<file path="config.mk">
export PLATFORM = sky130hd
export DESIGN_NAME = histTop
export DESIGN_NICKNAME = d
export VERILOG_FILES = /design/src/rtl/histConfigPkg.sv /design/src/rtl/histCtrlPkg.sv /design/src/rtl/binRam.sv /design/src/rtl/histFsm.sv /design/src/rtl/peakFinder.sv /design/src/rtl/histTop.sv
export SDC_FILE = /design/constraint.sdc
export NUM_CORES = 1
export LEC_CHECK = 0
export ABC_AREA = 1
export BUFFER_PORTS_ARGS = -buffer_cell sky130_fd_sc_hd__buf_2
export CAP_MARGIN = 40
export CORE_UTILIZATION = 55
export CTS_CLUSTER_SIZE = 24
export DETAILED_ROUTE_END_ITERATION = 16
export GPL_ROUTABILITY_DRIVEN = 0
export GPL_TIMING_DRIVEN = 0
export MAX_ROUTING_LAYER = met4
export PLACE_DENSITY_LB_ADDON = 0.25
export SYNTH_ARGS = -nofsm -noshare
export SYNTH_HDL_FRONTEND = slang
export SYNTH_SLANG_ARGS = --single-unit
</file>
<file path="constraint.sdc">
create_clock -name clk -period 9.3 [get_ports clk]
set_input_delay 0.93 -clock clk [delete_from_list [all_inputs] [get_ports clk]]
set_output_delay 0.93 -clock clk [all_outputs]
set_load 0.01 [all_outputs]
</file>
<file path="src/rtl/histConfigPkg.sv">
`default_nettype none

package histConfigPkg;

    // coarse timestamp from the TDC front end
    localparam int dataWidth = 10;

    // bin index is taken from the upper timestamp bits
    localparam int binAddrWidth = 6;
    localparam int binNum = 64;

    // per-bin counter, saturating at all ones
    localparam int countWidth = 4;

    // timestamps accepted per pixel before the scan
    // chosen above the counter range so a single bin can saturate
    localparam int acqNum = 24;

    // pixels sharing this engine, one after the other
    localparam int pixelNum = 4;
    localparam int pixelWidth = 2;

endpackage

`default_nettype wire

</file>
<file path="src/rtl/histCtrlPkg.sv">
`default_nettype none

package histCtrlPkg;

    // controller phases
    typedef enum logic [2:0] {
        stClear,
        stAccum,
        stDrain,
        stScan,
        stReport
    } histState;

    // read request to data on the bin memory read port
    localparam int scanLatency = 1;

    // cycles spent letting the last increment land in memory
    localparam int drainCycles = 2;

endpackage

`default_nettype wire

</file>
<file path="src/rtl/binRam.sv">
`timescale 1ns/1ns
`default_nettype none

module binRam
    import histConfigPkg::*;
(
    input  logic                    clk,
    // write port
    input  logic [binAddrWidth-1:0] waddr,
    input  logic                    wEnable,
    input  logic [countWidth-1:0]   newCounts,
    // read port
    input  logic [binAddrWidth-1:0] raddr,
    input  logic                    rEnable,
    output logic [countWidth-1:0]   counts
);

    // one counter per bin
    logic [countWidth-1:0] mem [binNum];

    always_ff @(posedge clk) begin
        if (wEnable) begin
            mem[waddr] <= newCounts;
        end
    end

    // registered read, data one cycle after rEnable
    // same-address write in the same cycle gives the old word
    always_ff @(posedge clk) begin
        if (rEnable) begin
            counts <= mem[raddr];
        end
    end

endmodule

`default_nettype wire

</file>
<file path="src/rtl/histFsm.sv">
`timescale 1ns/1ns
`default_nettype none

module histFsm
    import histConfigPkg::*, histCtrlPkg::*;
(
    input  logic                    clk,
    input  logic                    rstN,
    // timestamp input
    input  logic [dataWidth-1:0]    data,
    input  logic                    dataValid,
    output logic                    wrEn,
    // bin memory
    input  logic [countWidth-1:0]   counts,
    output logic [binAddrWidth-1:0] raddr,
    output logic                    rEnable,
    output logic [binAddrWidth-1:0] waddr,
    output logic                    wEnable,
    output logic [countWidth-1:0]   newCounts,
    // scan towards the peak finder
    output logic                    scanValid,
    output logic [binAddrWidth-1:0] scanBin,
    output logic                    scanLast,
    output logic [pixelWidth-1:0]   pixel
);

    histState state;

    // shared by clear, drain and scan, one bit wider to cover the scan tail
    logic [binAddrWidth:0]         binCnt;
    logic [$clog2(acqNum)-1:0]     acqCnt;

    // increment pipeline, stage 2 and forwarding
    logic                          s2Valid;
    logic [binAddrWidth-1:0]       s2Bin;
    logic                          fwdHit;
    logic [countWidth-1:0]         fwdCount;

    logic                          accept;
    logic                          scanRead;
    logic [binAddrWidth-1:0]       readBin;
    logic [binAddrWidth:0]         scanIdx;
    logic [countWidth-1:0]         baseCount;
    logic [countWidth-1:0]         incCount;

    assign wrEn = (state == stAccum);
    assign accept = wrEn && dataValid;

    // bin select from upper timestamp bits
    assign readBin = data[dataWidth-1 -: binAddrWidth];

    // scan reads bins 0..binNum-1, data trails by scanLatency
    assign scanRead = (state == stScan) && (binCnt < (binAddrWidth + 1)'(binNum));
    assign scanIdx = binCnt - (binAddrWidth + 1)'(scanLatency);
    assign scanValid = (state == stScan) && (binCnt >= (binAddrWidth + 1)'(scanLatency));
    assign scanBin = scanIdx[binAddrWidth-1:0];
    assign scanLast = scanValid && (scanIdx == (binAddrWidth + 1)'(binNum - 1));

    // stale memory word replaced when the previous write hit the same bin
    assign baseCount = fwdHit ? fwdCount : counts;
    assign incCount = (baseCount == {countWidth{1'b1}}) ? baseCount : baseCount + 1'b1;

    always_comb begin
        rEnable = accept || scanRead;
        raddr = scanRead ? binCnt[binAddrWidth-1:0] : readBin;

        if (state == stClear) begin
            // zero fill after reset
            wEnable = 1'b1;
            waddr = binCnt[binAddrWidth-1:0];
            newCounts = '0;
        end else if (s2Valid) begin
            // saturating increment
            wEnable = 1'b1;
            waddr = s2Bin;
            newCounts = incCount;
        end else begin
            // zero each bin right after the scan has read it
            wEnable = scanValid;
            waddr = scanBin;
            newCounts = '0;
        end
    end

    always_ff @(posedge clk) begin
        if (!rstN) begin
            state <= stClear;
            binCnt <= '0;
            acqCnt <= '0;
            pixel <= '0;
            s2Valid <= 1'b0;
            fwdHit <= 1'b0;
        end else begin
            s2Valid <= accept;
            // next stage 2 reads the bin being written now
            fwdHit <= accept && s2Valid && (s2Bin == readBin);

            case (state)
                stClear: begin
                    if (binCnt == (binAddrWidth + 1)'(binNum - 1)) begin
                        binCnt <= '0;
                        state <= stAccum;
                    end else begin
                        binCnt <= binCnt + 1'b1;
                    end
                end
                stAccum: begin
                    if (accept) begin
                        if (acqCnt == $bits(acqCnt)'(acqNum - 1)) begin
                            acqCnt <= '0;
                            state <= stDrain;
                        end else begin
                            acqCnt <= acqCnt + 1'b1;
                        end
                    end
                end
                stDrain: begin
                    if (binCnt == (binAddrWidth + 1)'(drainCycles - 1)) begin
                        binCnt <= '0;
                        state <= stScan;
                    end else begin
                        binCnt <= binCnt + 1'b1;
                    end
                end
                stScan: begin
                    // last read issued, pixel moves on
                    if (binCnt == (binAddrWidth + 1)'(binNum - 1)) begin
                        if (pixel == pixelWidth'(pixelNum - 1)) begin
                            pixel <= '0;
                        end else begin
                            pixel <= pixel + 1'b1;
                        end
                    end
                    if (binCnt == (binAddrWidth + 1)'(binNum - 1 + scanLatency)) begin
                        binCnt <= '0;
                        state <= stReport;
                    end else begin
                        binCnt <= binCnt + 1'b1;
                    end
                end
                stReport: begin
                    state <= stAccum;
                end
                default: begin
                    state <= stClear;
                end
            endcase
        end
    end

    // stage 2 payload
    always_ff @(posedge clk) begin
        s2Bin <= readBin;
        fwdCount <= incCount;
    end

endmodule

`default_nettype wire

</file>
<file path="src/rtl/peakFinder.sv">
`timescale 1ns/1ns
`default_nettype none

module peakFinder
    import histConfigPkg::*, histCtrlPkg::*;
(
    input  logic                    clk,
    input  logic                    rstN,
    // scan stream, counts straight from the bin memory
    input  logic                    scanValid,
    input  logic [binAddrWidth-1:0] scanBin,
    input  logic                    scanLast,
    input  logic [pixelWidth-1:0]   pixel,
    input  logic [countWidth-1:0]   counts,
    // per-pixel result
    output logic                    peakValid,
    output logic [pixelWidth-1:0]   peakPixel,
    output logic [binAddrWidth-1:0] peakBin,
    output logic [countWidth-1:0]   peakCount
);

    // pixel index lined up with the memory read latency
    logic [pixelWidth-1:0]   pixelPipe [scanLatency];

    // running best of the current scan
    logic [binAddrWidth-1:0] bestBin;
    logic [countWidth-1:0]   bestCount;
    logic                    better;

    // strictly larger only, lowest bin wins a tie
    assign better = counts > bestCount;

    always_ff @(posedge clk) begin
        pixelPipe[0] <= pixel;
        for (int i = 1; i < scanLatency; i++) begin
            pixelPipe[i] <= pixelPipe[i-1];
        end
    end

    always_ff @(posedge clk) begin
        if (!rstN) begin
            bestBin <= '0;
            bestCount <= '0;
            peakValid <= 1'b0;
        end else begin
            peakValid <= scanValid && scanLast;
            if (scanValid && scanLast) begin
                // back to bin 0 / count 0 for the next pixel
                bestBin <= '0;
                bestCount <= '0;
            end else if (scanValid && better) begin
                bestBin <= scanBin;
                bestCount <= counts;
            end
        end
    end

    // result held until the next pulse
    // last bin still takes part in the compare
    always_ff @(posedge clk) begin
        if (scanValid && scanLast) begin
            peakPixel <= pixelPipe[scanLatency-1];
            peakBin <= better ? scanBin : bestBin;
            peakCount <= better ? counts : bestCount;
        end
    end

endmodule

`default_nettype wire

</file>
<file path="src/rtl/histTop.sv">
`timescale 1ns/1ns
`default_nettype none

module histTop
    import histConfigPkg::*;
(
    input  logic                    clk,
    input  logic                    rstN,
    input  logic [dataWidth-1:0]    data,
    input  logic                    dataValid,
    output logic                    wrEn,
    output logic                    peakValid,
    output logic [pixelWidth-1:0]   peakPixel,
    output logic [binAddrWidth-1:0] peakBin,
    output logic [countWidth-1:0]   peakCount
);

    // memory ports
    logic [binAddrWidth-1:0] raddr;
    logic [binAddrWidth-1:0] waddr;
    logic                    rEnable;
    logic                    wEnable;
    logic [countWidth-1:0]   newCounts;
    logic [countWidth-1:0]   counts;

    // scan stream
    logic                    scanValid;
    logic [binAddrWidth-1:0] scanBin;
    logic                    scanLast;
    logic [pixelWidth-1:0]   pixel;

    histFsm fsm_i (
        .clk       (clk),
        .rstN      (rstN),
        .data      (data),
        .dataValid (dataValid),
        .wrEn      (wrEn),
        .counts    (counts),
        .raddr     (raddr),
        .rEnable   (rEnable),
        .waddr     (waddr),
        .wEnable   (wEnable),
        .newCounts (newCounts),
        .scanValid (scanValid),
        .scanBin   (scanBin),
        .scanLast  (scanLast),
        .pixel     (pixel)
    );

    binRam binRam_i (
        .clk       (clk),
        .waddr     (waddr),
        .wEnable   (wEnable),
        .newCounts (newCounts),
        .raddr     (raddr),
        .rEnable   (rEnable),
        .counts    (counts)
    );

    peakFinder peakFinder_i (
        .clk       (clk),
        .rstN      (rstN),
        .scanValid (scanValid),
        .scanBin   (scanBin),
        .scanLast  (scanLast),
        .pixel     (pixel),
        .counts    (counts),
        .peakValid (peakValid),
        .peakPixel (peakPixel),
        .peakBin   (peakBin),
        .peakCount (peakCount)
    );

endmodule

`default_nettype wire

</file>
# Word-level counts from Yosys, hierarchy flattened
# Memories as Yosys holds them, arrays and structs flattened. A register that Yosys moved wholly into a read port is not among the register bits.
# Index checks and enable logic that the tools add are counted.
[word_totals]
ff_bits = 50
mem_bits_rw = 258
inputBits = 13
output_inout_bits = 14
n_memories = 2
[memory_table]
columns = ["name", "depth", "width", "rd", "rd_clocked_by_memory_dff", "write_ports", "line_no", "source"]
rows = [
  ["binRam_i.mem", 64, 4, 1, 1, 1, "binRam.sv:19", "logic [countWidth-1:0] mem [binNum];"],
  ["peakFinder_i.pixelPipe", 1, 2, 1, 1, 1, "peakFinder.sv:23", "logic [pixelWidth-1:0] pixelPipe [scanLatency];"],
]
[classes]
n_addsub = 5
n_lt_le_gt_ge = 3
n_eq_ne = 17
n_mux = 25
n_bitwise = 1
reduce_logical = 15
[op_table]
columns = ["op", "n"]
rows = [
  ["$mux 6", 4],
  ["$mux 7", 3],
  ["$pmux 7 s3", 1],
  ["$mux 4", 5],
  ["$mux 3", 5],
  ["$pmux 3 s5", 1],
  ["$eq 7x6->1 const B", 2],
  ["$logic_and 1x1->1", 8],
  ["$ne 2x2->1 const B", 4],
  ["$add 7x1->7 const B", 1],
  ["$eq 7x1->1 const B", 1],
  ["$eq 7x7->1 const B", 1],
  ["$ge 7x1->1 const B", 1],
  ["$lt 7x7->1 const B", 1],
  ["$sub 7x1->7 const B", 1],
  ["$eq 3x2->1 const B", 2],
  ["$eq 6x6->1", 1],
  ["$add 5x1->5 const B", 1],
  ["$eq 5x5->1 const B", 1],
  ["$mux 5", 1],
  ["$reduce_and 5->1", 1],
  ["$add 4x1->4 const B", 1],
  ["$eq 4x4->1 const B", 1],
  ["$gt 4x4->1", 1],
  ["13 further kinds", 17],
]

# Longest topological paths before layout
# Gate-level depths: netlist (run 1).
[logic_depth]
word_depth = 6
ltp_mapped = 14
ltp_nobuf = 13

# Cells and area by module
# A second synthesis (run 1) with hierarchy kept.
[hier_totals]
hier_cells = 1366
hier_area_um2 = 14015.9
[modules_own_cells]
columns = ["module", "n_inst", "cells_per_inst", "area_per_inst_um2", "seq_area_each_um2"]
rows = [
  ["binRam", 1, 948, 10921.7, 7807.5],
  ["histFsm", 1, 277, 1838.0, 580.6],
  ["peakFinder", 1, 141, 1256.2, 620.6],
]

# Worst setup path before layout (run 1)
# OpenSTA, ideal clock, no wires.
[synth_timing]
kind = "register to register"
startpoint = "register binRam_i.counts[0] (read register of binRam_i.mem)"
endpoint = "memory binRam_i.mem[0][2] (data pin)"
setup_time_ps = 681
arrival_ps = 3540
t_required_ps = 8619
path_slack_ps = 5079
stages_incl_launch_ff = 7
n_path_buf = 0
period_less_slack_ps = 4221
path_cell_list = "edfxtp_1 o21ai_0 inv_1 ha_1 nand2_1 nor2_1 nor3_1"
[synth_via]
elab_chain_cells = 5
word_cells_on_any_way = 6
[synth_lines]
columns = ["item", "line_no", "source"]
rows = [
  ["from (decl)", "binRam.sv:15", "output logic [countWidth-1:0] counts"],
  ["$mux 4 *", "histFsm.sv:60", "assign baseCount = fwdHit ? fwdCount : counts;"],
  ["$add 4x1->4 or $eq 4x4->1 (tied branches)", "histFsm.sv:61", "assign incCount = (baseCount == {countWidth{1'b1}}) ? baseCount : baseCount + 1'b1;"],
  ["$mux 4 *", "histFsm.sv:61", ""],
  ["$mux 4 *", "histFsm.sv:72", "end else if (s2Valid) begin"],
  ["$mux 4 *", "histFsm.sv:67", "if (state == stClear) begin"],
  ["via binRam_i.newCounts[2]", "binRam.sv:11", "input logic [countWidth-1:0] newCounts,"],
  ["to (decl)", "binRam.sv:19", ""],
]
# The timed path passes the listed nets; every way through them passes the cells marked *.

# Worst setup path in the final report (run 1)
[layout_timing]
startpoint = "register fsm_i.binCnt[1]"
endpoint = "memory binRam_i.mem[54][1] (enable)"
[layout_via]
elab_chain_cells = 6
word_cells_on_any_way = 9
[layout_lines]
columns = ["item", "line_no", "source"]
rows = [
  ["from (decl)", "histFsm.sv:30", "logic [binAddrWidth:0] binCnt;"],
  ["from (signal assigned)", "histFsm.sv:104", "binCnt <= binCnt + 1'b1;"],
  ["from (signal assigned)", "histFsm.sv:122", "binCnt <= binCnt + 1'b1;"],
  ["from (signal assigned)", "histFsm.sv:138", "binCnt <= binCnt + 1'b1;"],
  ["$ge 7x1->1", "histFsm.sv:55", "assign scanValid = (state == stScan) && (binCnt >= (binAddrWidth + 1)'(scanLatency));"],
  ["$logic_and 1x1->1", "histFsm.sv:55", ""],
  ["$mux 1", "histFsm.sv:72", ""],
  ["$mux 1", "histFsm.sv:67", ""],
  ["$mux 1", "binRam.sv:22", "if (wEnable) begin"],
  ["$mux 1 (not written as such)", "binRam.sv:23", "mem[waddr] <= newCounts;"],
]
# Several ways; a longest one is shown, not always the timed one.

==> impl_metrics.ini, run 1 <==
[logic_synthesis]
synth.area.top_cells = edfxtp_1 57%, nand3_1 10%, nand2_1 8.8%
syn_nets = 1543
synthCells = 1520
synth_largest_area_cell = edfxtp_1
synth-seq-area-share_pct = 62.9
ys_types = 39
avgSynthCellArea_sq_um = 9.42
synth_area_sq_um = 14300
synth_flop_cell = edfxtp_1
yosysWarnings = 0
ys_ff_latch = 314
ys_top_cells_by_count = 335 x nand2_1, 301 x inv_1, 288 x nand3_1
synthArstFlopShare_pct = 0
yosysMostFrequentCell = nand2_1
synth_edf_count = 272
synth_top_area_share_pct = 57.0

[pwr]
max-vdd-ir-drop_v = 0.000173
powerDensity_nw_per_um2 = 184
power.leakage_uw = 0.00686

[drt]
drc = 0
antenna_left = 0
totalWireLength_mm = 37.2
drt_iter0_drc = 1394
vias = 10870
drt-wirelength-per-cell_um = 19.2
drt_first_pass_iters = 7
via_per_inst = 5.61

[flow_run]
maxCapViolCount = 0

[cells_and_area]
finalNetCount = 1606
multi_input_area_sq_um = 3920
fillers = 2091
regArea_sq_um = 9010
antenna_cells = 0
drive_gt1_share_pct = 8.15
syn2layout_area_growth_pct = 11.9

[critical_path]
cp.required_ns = 9.52
arrival_ns = 3.63
r2r_cells = 10
reg2reg_to = binRam_i.mem[54][1]
endpoint = binRam_i.mem[54][1]
startpoint = fsm_i.binCnt[1]
cp-end-kind = register
critPathKind = register to register
startpoint_type = register
worstPathMaxFanout = 8
reg2reg_from = fsm_i.binCnt[1]
rrSetupSlack_ns = 5.89

[floorplan]
ioPinCount = 27
core_area_sq_um = 25400
dieWidth_um = 163
start_util_pct = 56.4
dieArea_sq_um = 26700
num_rows = 58
die_y_um = 163

[clocking]
h-tree-depth = 1
clk_pin_slew_ns = 0.07
ctsHoldBuffers = 0
cts_tree = yes
clock_path_buffers = 3
cts_resized = 0
clock_latency_ns = 0.57
clockRootBuffer = clkbuf_16
postCtsSetupBuffers = 0
clock_sinks = 314
cts_inserted_buffers = 31

[global_routing]
grt-ovfl-total = 0
grt_pass1_vias = 10069
grt_pass1_wl_mm = 57.1
antenna_found_initial = 0
gr-usage-all-layers_pct = 29.8
grt_max_degree = 38

[placed_design]
portBuffers = 21
dp_hpwl_mm = 25.3

[sta]
hold_viol = 0
hold_slack_ns = 0.375
tightest_slew_ns = 0.916
finalCritPeriodShare_pct = 36.6
setup_viol = 0
timing.fmax_mhz = 293
fin_skew_ns = 0.0143
maxSlewViolCount = 0
relSlewSlack_pct = 38.9
finalCriticalPeriod_ns = 3.41
grt_setup_unrepaired = no
setup_tns_ns = 0

[status]
status = finished clean

[min_path]
whs_path_depth = 0
hold_path.class = register to register
min_from = fsm_i.pixel[1]
## where the power goes
| group | internal, uW | switching [uW] |
|---|---|---|
| Clock | 724 | 529 |
| Combinational | 47.5 | 134 |
| Sequential | 1520 | 2.56 |
| Total | 2290 | 665 |
## metal layers
layer,GRT usage (%),vias to the layer above,routed length [um]
li1,-,5075,-
met3,4.39,118,4130
met4,10.9,0,1350
met1,41.3,5105,14800
met5,-,-,0
met2,44.9,572,16900
## registers in the layout, summed over array words and instances, names as in the netlist
| signal | count |
|---|---|
| binRam_i.counts | 4 |
| binRam_i.mem | 256 |
| fsm_i.acqCnt | 5 |
| fsm_i.binCnt | 7 |
| fsm_i.fwdCount | 4 |
| fsm_i.fwdHit | 1 |
| fsm_i.pixel | 2 |
| fsm_i.s2Bin | 6 |
| fsm_i.s2Valid | 1 |
| fsm_i.state | 3 |
| peakFinder_i.bestBin | 6 |
| peakFinder_i.bestCount | 4 |
| peakFinder_i.peakBin | 6 |
| peakFinder_i.peakCount | 4 |
| peakFinder_i.peakPixel | 2 |
| peakFinder_i.peakValid | 1 |
| peakFinder_i.pixelPipe | 2 |
## metrics by stage
step / total power (uW) / util [%] / setup WS [ns] / cell area [sq um] / instances
after floorplan: 1660 / - / 5.08 / 14300 / 1520
after global placement: 1720 / 58.4 / 1.33 / 14800 / 1871
after detailed placement: 1720 / 59.1 / 5.95 / 15000 / 1880
after CTS: 2950 / 63.1 / 5.92 / 16000 / 1937
after global routing: 3020 / 63.1 / 5.79 / 16000 / 1937
final: 2950 / 63.1 / 5.89 / 16000 / 1937
## worst min-delay path by stage
stage / to
floorplan: peakFinder_i.pixelPipe[0][1]
CTS: peakFinder_i.pixelPipe[0][1]
global route: peakFinder_i.pixelPipe[0][1]
global placement: peakFinder_i.pixelPipe[0][1]
detailed placement: peakFinder_i.pixelPipe[0][1]
finish: peakFinder_i.pixelPipe[0][1]
## area by class of cell
type                    count  area share (%)
plain buffers              56            1.79
clock buffers              39            5.29
clock inverters            18            1.05
inverters                 304            7.12
multi-input cells         846            24.4
flip-flops and latches    314            56.2
well taps                 330            2.58
repair buffers             30            1.53
## logic make-up (layout without fill, tap and decap cells)
logic type	after synthesis	after routing	synth area share [%]
AO/OA/AOI/OAI	75	75	3.17
XOR/XNOR	6	6	0.367
adder cells (fa/ha/maj)	10	10	0.873
buffers and inverters	360	447	9.97
flip-flops	314	314	62.9
AND/OR/NAND/NOR	755	755	22.7
## cells in the final DEF, fill, tap and decap left out, types with 4 or more instances in the layout
cell type	netlist	routed
buf_4	4	7
o22ai_1	5	5
nor3_1	11	10
buf_2	31	52
xor2_1	6	6
buf_6	3	5
clkbuf_1	17	22
nor2_4	1	4
clkinv_2	0	7
nand2_1	335	335
dfxtp_1	42	42
clkbuf_16	0	32
a21oi_1	20	20
clkinv_1	2	7
nand3_1	288	288
edfxtp_1	272	272
inv_1	301	301
ha_1	10	10
nor2_1	108	105
a211oi_1	4	4
o21ai_0	30	30
## critical path: stages, from the launching register on
cell and delay, ns:
dfxtp_1 0.33, clkbuf_1 0.34, inv_1 0.18, ha_1 0.40, nor2_1 0.13, a211oi_1 0.06
nor2_1 0.21, inv_1 0.09, nor2_1 0.17, nand3_1 0.56, nor2_1 0.58
(Power assumes the default switching activity.)
==> inputs of run 2 (changes only) <==
--- a/config.mk
+++ b/config.mk
@@ -5,7 +5,7 @@
 export SDC_FILE = /design/constraint.sdc
 export NUM_CORES = 1
 export LEC_CHECK = 0
-export ABC_AREA = 1
+export ABC_AREA = 0
 export BUFFER_PORTS_ARGS = -buffer_cell sky130_fd_sc_hd__buf_2
 export CAP_MARGIN = 40
 export CORE_UTILIZATION = 55
==> constraint.sdc (replaced) <==
create_clock -name clk -period 3.1 [get_ports clk]
set_input_delay 0.31 -clock clk [delete_from_list [all_inputs] [get_ports clk]]
set_output_delay 0.31 -clock clk [all_outputs]
set_load 0.01 [all_outputs]
==> impl_metrics.ini, run 2 <==
[logic_synthesis]
synth_area_sq_um = 13200
synth_top_family_by_area = simple AND/OR/NAND/NOR gates
synth_compound_area_share_pct = 6.34
syn_nets = 1016
synth.area.top_cells = edfxtp_1 62%, dfxtp_1 6.4%, nand2_1 4.7%
ys_top_cells_by_count = 272 x edfxtp_1, 165 x nand2_1, 110 x nor2_1
synthMuxAreaShare_pct = 7.68
synth-xor-area-share_pct = 1.26
synth_top_area_share_pct = 61.7
synthCells = 993
ys_types = 59
synthAdderAreaFrac_pct = 0.946
ys_ff_latch = 314
synthSimpleGateAreaFrac_pct = 13.2
synth_edf_count = 272
synth_flop_cell = edfxtp_1
yosysWarnings = 0
avgSynthCellArea_sq_um = 13.3
yosysMostFrequentCell = edfxtp_1
synth-seq-area-share_pct = 68.1
synth_largest_area_cell = edfxtp_1
synthArstFlopShare_pct = 0

[sta]
timing.fmax_mhz = 327
worst_slack_ns = 0.0380
hold_slack_ns = 0.0596
finalCriticalPeriod_ns = 3.06
finalCritPeriodShare_pct = 98.8
tightest_slew_ns = 1.02
maxSlewViolCount = 0
fin_skew_ns = 0.0124
setup_viol = 0
relSlewSlack_pct = 31.8
hold_viol = 0

[flow_run]
maxCapViolCount = 0

[drt]
drt-wirelength-per-cell_um = 22.9
drt_first_pass_iters = 8
vias = 8656
via_per_inst = 6.17
totalWireLength_mm = 32.1
drc = 0
drt_iter0_drc = 955
antenna_left = 0

[clocking]
clock_latency_ns = 0.58
clk_pin_slew_ns = 0.06
h-tree-depth = 1
clock_path_buffers = 3
cts_inserted_buffers = 31
cts_tree = yes
clockRootBuffer = clkbuf_16
clock_sinks = 314

[global_routing]
grt-ovfl-total = 0
grt_max_degree = 37
gr-usage-all-layers_pct = 27.9
grt_pass1_vias = 8474
antenna_found_initial = 0
grt_pass1_wl_mm = 48.8

[cells_and_area]
fillers = 1703
syn2layout_area_growth_pct = 16.1
top_register = binRam_i.mem
antenna_cells = 0
largestRegisters = binRam_i.mem x256, fsm_i.binCnt x7
final_cell_mix = 272 x edfxtp_1, 157 x nand2_1, 49 x nor2_1
drive_gt1_share_pct = 21.5
finish.utilization_pct = 65.2
fin_area_sq_um = 15400
largest_reg_flops = 256
final_common_cell = edfxtp_1
finalNetCount = 1085

[pwr]
max-vdd-ir-drop_v = 0.000419
power.leakage_uw = 0.00525
powerDensity_nw_per_um2 = 559
total_power_uw = 8590

[floorplan]
die_y_um = 157
core_area_sq_um = 23500
ioPinCount = 27
dieArea_sq_um = 24700
dieWidth_um = 157
start_util_pct = 56.2
num_rows = 56

[critical_path]
worstPathMaxFanout = 10
startpoint_type = register
crit_slowest_cell = a221oi_1
path_cells = buf_6 -> nand4bb_1 -> buf_6 -> mux2_2 -> buf_4 -> nor2_4 -> buf_4 -> a32oi_1 -> a221oi_1 -> nor4b_2
cp.required_ns = 3.39
cp-end-kind = register
critPathKind = register to register
arrival_ns = 3.36
cpPeakStageDelay_ns = 0.55

[placed_design]
dp_slack_ns = -0.614
portBuffers = 22
place_area_sq_um = 13900
dp_hpwl_mm = 21.4

[status]
status = finished clean

[min_path]
hold_path.class = input port to register
==> run 2: changes by cell type in the layout (fill, tap and decap cells not counted), moves of 17 or more <==
cell / previous run / this run
nand4_1: 2 / 19
nor2_1: 105 / 49
inv_1: 301 / 11
buf_2: 52 / 34
mux2i_1: 0 / 44
nor2_2: 0 / 42
a32oi_1: 0 / 26
nand2_1: 335 / 157
nor2_4: 4 / 21
nand3_1: 288 / 33
==> run 2: layout make-up <==
| cell class | instances | area [sq um] | share of cell area [%] |
|---|---|---|---|
| Clock inverter | 16 | 139 | 0.904 |
| Sequential cell | 314 | 9010 | 58.7 |
| Buffer | 48 | 278 | 1.81 |
| Inverter | 11 | 41.3 | 0.269 |
| Timing Repair Buffer | 41 | 363 | 2.36 |
| Tap cell | 319 | 399 | 2.60 |
| Multi-Input combinational cell | 615 | 4320 | 28.1 |
| Clock buffer | 39 | 816 | 5.31 |
==> run 2: metal layers <==
layer / track usage [%] / vias up / wire (um)
li1: - / 3860 / -
met1: 35.0 / 4167 / 12300
met2: 44.8 / 515 / 15500
met3: 4.13 / 114 / 2800
met4: 13.7 / 0 / 1530
met5: - / - / 0
==> run 2: what timing repair did <==
| item | in CTS | in global routing |
|---|---|---|
| pin swaps | 0 | 1 |
| hold buffers | 6 | 0 |
| resized for setup | 57 | 67 |
| hold endpoints to repair | 6 | 0 |
| setup endpoints to repair | 259 | 295 |
| buffers inserted | 3 | 4 |
==> run 2: worst paths after layout <==
check	to	from	slack, ns	depth (start not counted)
setup / recovery	binRam_i.counts[0]	fsm_i.state[2]	0.04	10
hold / removal	fsm_i.pixel[0]	rstN	0.06	2
setup reg to reg	binRam_i.counts[0]	fsm_i.state[2]	0.04	10
hold reg to reg	peakFinder_i.pixelPipe[0][1]	fsm_i.pixel[1]	0.38	0
==> run 2: power by group <==
group	leakage, uW	internal (uW)	switching, uW
sequential	0.00307	4560	14.2
combinational	0.00171	144	316
clock	0.000475	2020	1530
total	0.00525	6720	1870
==> run 2: cell families (layout without fill, tap and decap cells) <==
family,count (synthesis),in the layout
and+or+nand+nor,391,391
buffers and inverters,64,155
xor gates and xnor gates,19,19
AOI/OAI and AO/OA,120,120
muxes,75,75
adders and majority gates,10,10
DFF,314,314
==> run 2: stage by stage <==
step	cells	TNS, ns
finish	1403	0
global route	1403	-0.0185
CTS	1400	-3.15
detailed placement	1340	-78.95
global placement	1334	-292.34
floorplan	993	0
==> run 2: worst max-delay path, delay by kind of cell, from the launching register on <==
family	cells	cell delay (ns)
muxes	1	0.39
buffers and inverters	4	0.82
DFF	1	0.32
AOI/OAI and AO/OA	2	0.65
and+or+nand+nor	3	0.59
==> inputs of run 3 (changes only) <==
--- a/config.mk
+++ b/config.mk
@@ -17,4 +17,5 @@
 export PLACE_DENSITY_LB_ADDON = 0.25
 export SYNTH_ARGS = -nofsm -noshare
 export SYNTH_HDL_FRONTEND = slang
+export SYNTH_HIERARCHICAL = 1
 export SYNTH_SLANG_ARGS = --single-unit
==> constraint.sdc (replaced) <==
create_clock -name clk -period 3.1 [get_ports clk]
set_input_delay 0.155 -clock clk [delete_from_list [all_inputs] [get_ports clk]]
set_output_delay 0.155 -clock clk [all_outputs]
set_load 0.01 [all_outputs]
==> impl_metrics.ini, run 3 <==
[drt]
drt_iter0_drc = 762
antenna_left = 0
drt_first_pass_iters = 5
drc = 0
drt-wirelength-per-cell_um = 23.2
via_per_inst = 6.13
vias = 7635
totalWireLength_mm = 28.9

[logic_synthesis]
ys_types = 75
syn_nets = 847
synthArstFlopShare_pct = 0
ys_ff_latch = 314
synth_edf_count = 272
ys_top_cells_by_count = 272 x edfxtp_1, 91 x nor2_1, 46 x mux4_2
synth-seq-area-share_pct = 67.4
synth_top_area_share_pct = 61.1
avgSynthCellArea_sq_um = 16.2
yosysMostFrequentCell = edfxtp_1
synthCells = 824
yosysWarnings = 6
synth_area_sq_um = 13400
synth_flop_cell = edfxtp_1
synth.area.top_cells = edfxtp_1 61%, mux4_2 7.8%, dfxtp_1 6.3%
synth_largest_area_cell = edfxtp_1

[floorplan]
dieArea_sq_um = 24900
start_util_pct = 56.4
dieWidth_um = 158
die_y_um = 158
ioPinCount = 27
core_area_sq_um = 23700
num_rows = 56

[cells_and_area]
final_common_cell = edfxtp_1
antenna_cells = 0
largestRegisters = binRam_i/mem x256, fsm_i/binCnt x7
syn2layout_area_growth_pct = 17.4
finalNetCount = 927
drive_gt1_share_pct = 33.0
final_cell_mix = 272 x edfxtp_1, 52 x mux4_2, 40 x dfxtp_1
top_register = binRam_i/mem
finish.utilization_pct = 66.3
finalNonFillerCells = 1245
largest_reg_flops = 256

[critical_path]
cpPeakStageDelay_ns = 0.48
path_cells = buf_6 -> nor3b_4 -> and2_4 -> buf_6 -> mux2_4 -> buf_12 -> buf_12 -> buf_8 -> mux4_2 -> a22oi_1 -> nand3_2 -> a22o_1
cp.required_ns = 3.40
cp.depth = 12
cp-end-kind = register
endpoint = binRam_i/counts[1]
r2r_cells = 12
reg2reg_to = binRam_i/counts[1]
worstPathMaxFanout = 11
path_buf_inv = 5
reg2reg_from = fsm_i/state[1]
startpoint = fsm_i/state[1]
crit_family = multiplexers
arrival_ns = 3.35
critPathKind = register to register
rrSetupSlack_ns = 0.05
startpoint_type = register
crit_slowest_cell = mux4_2

[sta]
timing.fmax_mhz = 328
grt_setup_unrepaired = yes
finalCriticalPeriod_ns = 3.05
maxSlewViolCount = 0
relSlewSlack_pct = 41.8
tightest_slew_ns = 0.871
hold_viol = 0
fin_skew_ns = 0.0150
finalCritPeriodShare_pct = 98.4
setup_viol = 0
hold_slack_ns = 0.108

[clocking]
clock_latency_ns = 0.57
clock_sinks = 314
h-tree-depth = 1
clock_path_buffers = 3
clockRootBuffer = clkbuf_16
cts_tree = yes
clk_pin_slew_ns = 0.06
cts_inserted_buffers = 31

[placed_design]
portBuffers = 22
dp.cells = 1169
dp_hpwl_mm = 19.2

[global_routing]
antenna_found_initial = 0
grt_max_degree = 37
grt_pass1_wl_mm = 43.7
grt_pass1_vias = 7511
grt-ovfl-total = 0
gr-usage-all-layers_pct = 24.8

[min_path]
hold_path.class = input port to register

[status]
status = finished clean

[pwr]
power.leakage_uw = 0.00492
powerDensity_nw_per_um2 = 559
max-vdd-ir-drop_v = 0.000481

[flow_run]
maxCapViolCount = 0
[run 3: cell count changes after synthesis, sizes merged, moves of 7 or more]
cell    before  now
nand2      165   30
mux4        17   65
mux2i       48   13
a32oi       26    1
nor2       112   91
nand4       19    6
a31oi       16    4
mux2        10   18
nand2b       3   11
a22o         1    8
nand3       34   27
[run 3: cell type report]
class	count	area [sq um]
Sequential cell	314	9010
Fill cell	1623	7990
Multi-Input combinational cell	452	4530
Clock buffer	46	842
Timing Repair Buffer	52	468
Tap cell	319	399
Buffer	38	322
Clock inverter	9	60.1
Inverter	15	56.3
[run 3: per-layer routing]
metal,up-vias,global-route usage [%],routed length [um]
met2,294,40.1,14200
met5,-,-,0
met3,84,4.79,1790
li1,3424,-,-
met1,3833,31.2,11800
met4,0,8.97,1100
[run 3: repair_timing]
item	CTS	global route
buffers inserted	9	8
endpoints found under the hold margin	11	0
gates cloned	0	2
endpoints found under the setup margin	260	222
gates resized for setup	128	41
hold buffers	7	0
pin swaps	11	8
[run 3: worst min-delay path by stage]
| stage | from | end | slack, ns | depth (start not counted) |
|---|---|---|---|---|
| floorplan | data[4] | fsm_i/s2Bin[0] | 0.18 | 0 |
| global placement | data[8] | fsm_i/s2Bin[4] | 0.32 | 1 |
| detailed placement | data[8] | fsm_i/s2Bin[4] | 0.31 | 1 |
| CTS | dataValid | fsm_i/state[1] | 0.11 | 4 |
| global route | dataValid | fsm_i/state[1] | 0.13 | 4 |
| finish | dataValid | fsm_i/state[1] | 0.11 | 4 |
[run 3: tightest hold or removal path, delay by kind of cell]
family,cells,cell delay [ns]
AO/OA/AOI/OAI,1,0.18
buffers and inverters,1,0.09
AND/OR/NAND/NOR,2,0.20
[run 3: cells by family (layout without fill, tap and decap cells)]
kind of cell / count (synthesis) / in the layout / synth area share (%)
multiplexers: 96 / 96 / 14.0
AND/OR/NAND/NOR: 221 / 221 / 8.17
AO/OA/AOI/OAI: 112 / 112 / 6.09
buffers and inverters: 58 / 160 / 2.56
adder cells (fa/ha/maj): 10 / 10 / 0.936
XOR/XNOR: 13 / 13 / 0.852
flip-flops: 314 / 314 / 67.4
[run 3: per-stage QoR]
stage | setup TNS [ns] | instance area [sq um] | power, uW | setup WS [ns]
5_1_grt | -1.34 | 15700 | 9000 | -0.0496
3_5_place_dp | -107.67 | 14000 | 5300 | -0.770
6_report | 0 | 15700 | 8770 | 0.0502
4_1_cts | -0.0480 | 15500 | 8750 | -0.0271
3_3_place_gp | -261.38 | 13900 | 5300 | -0.816
2_1_floorplan | 0 | 13400 | 5110 | 0.149
[run 3: power breakdown]
group | leakage, uW | internal, uW | total (uW) | switching, uW
sequential | 0.00271 | 4600 | 4630 | 28.1
combinational | 0.00177 | 260 | 744 | 484
clock | 0.000438 | 1870 | 3390 | 1520
total | 0.00492 | 6740 | 8770 | 2030
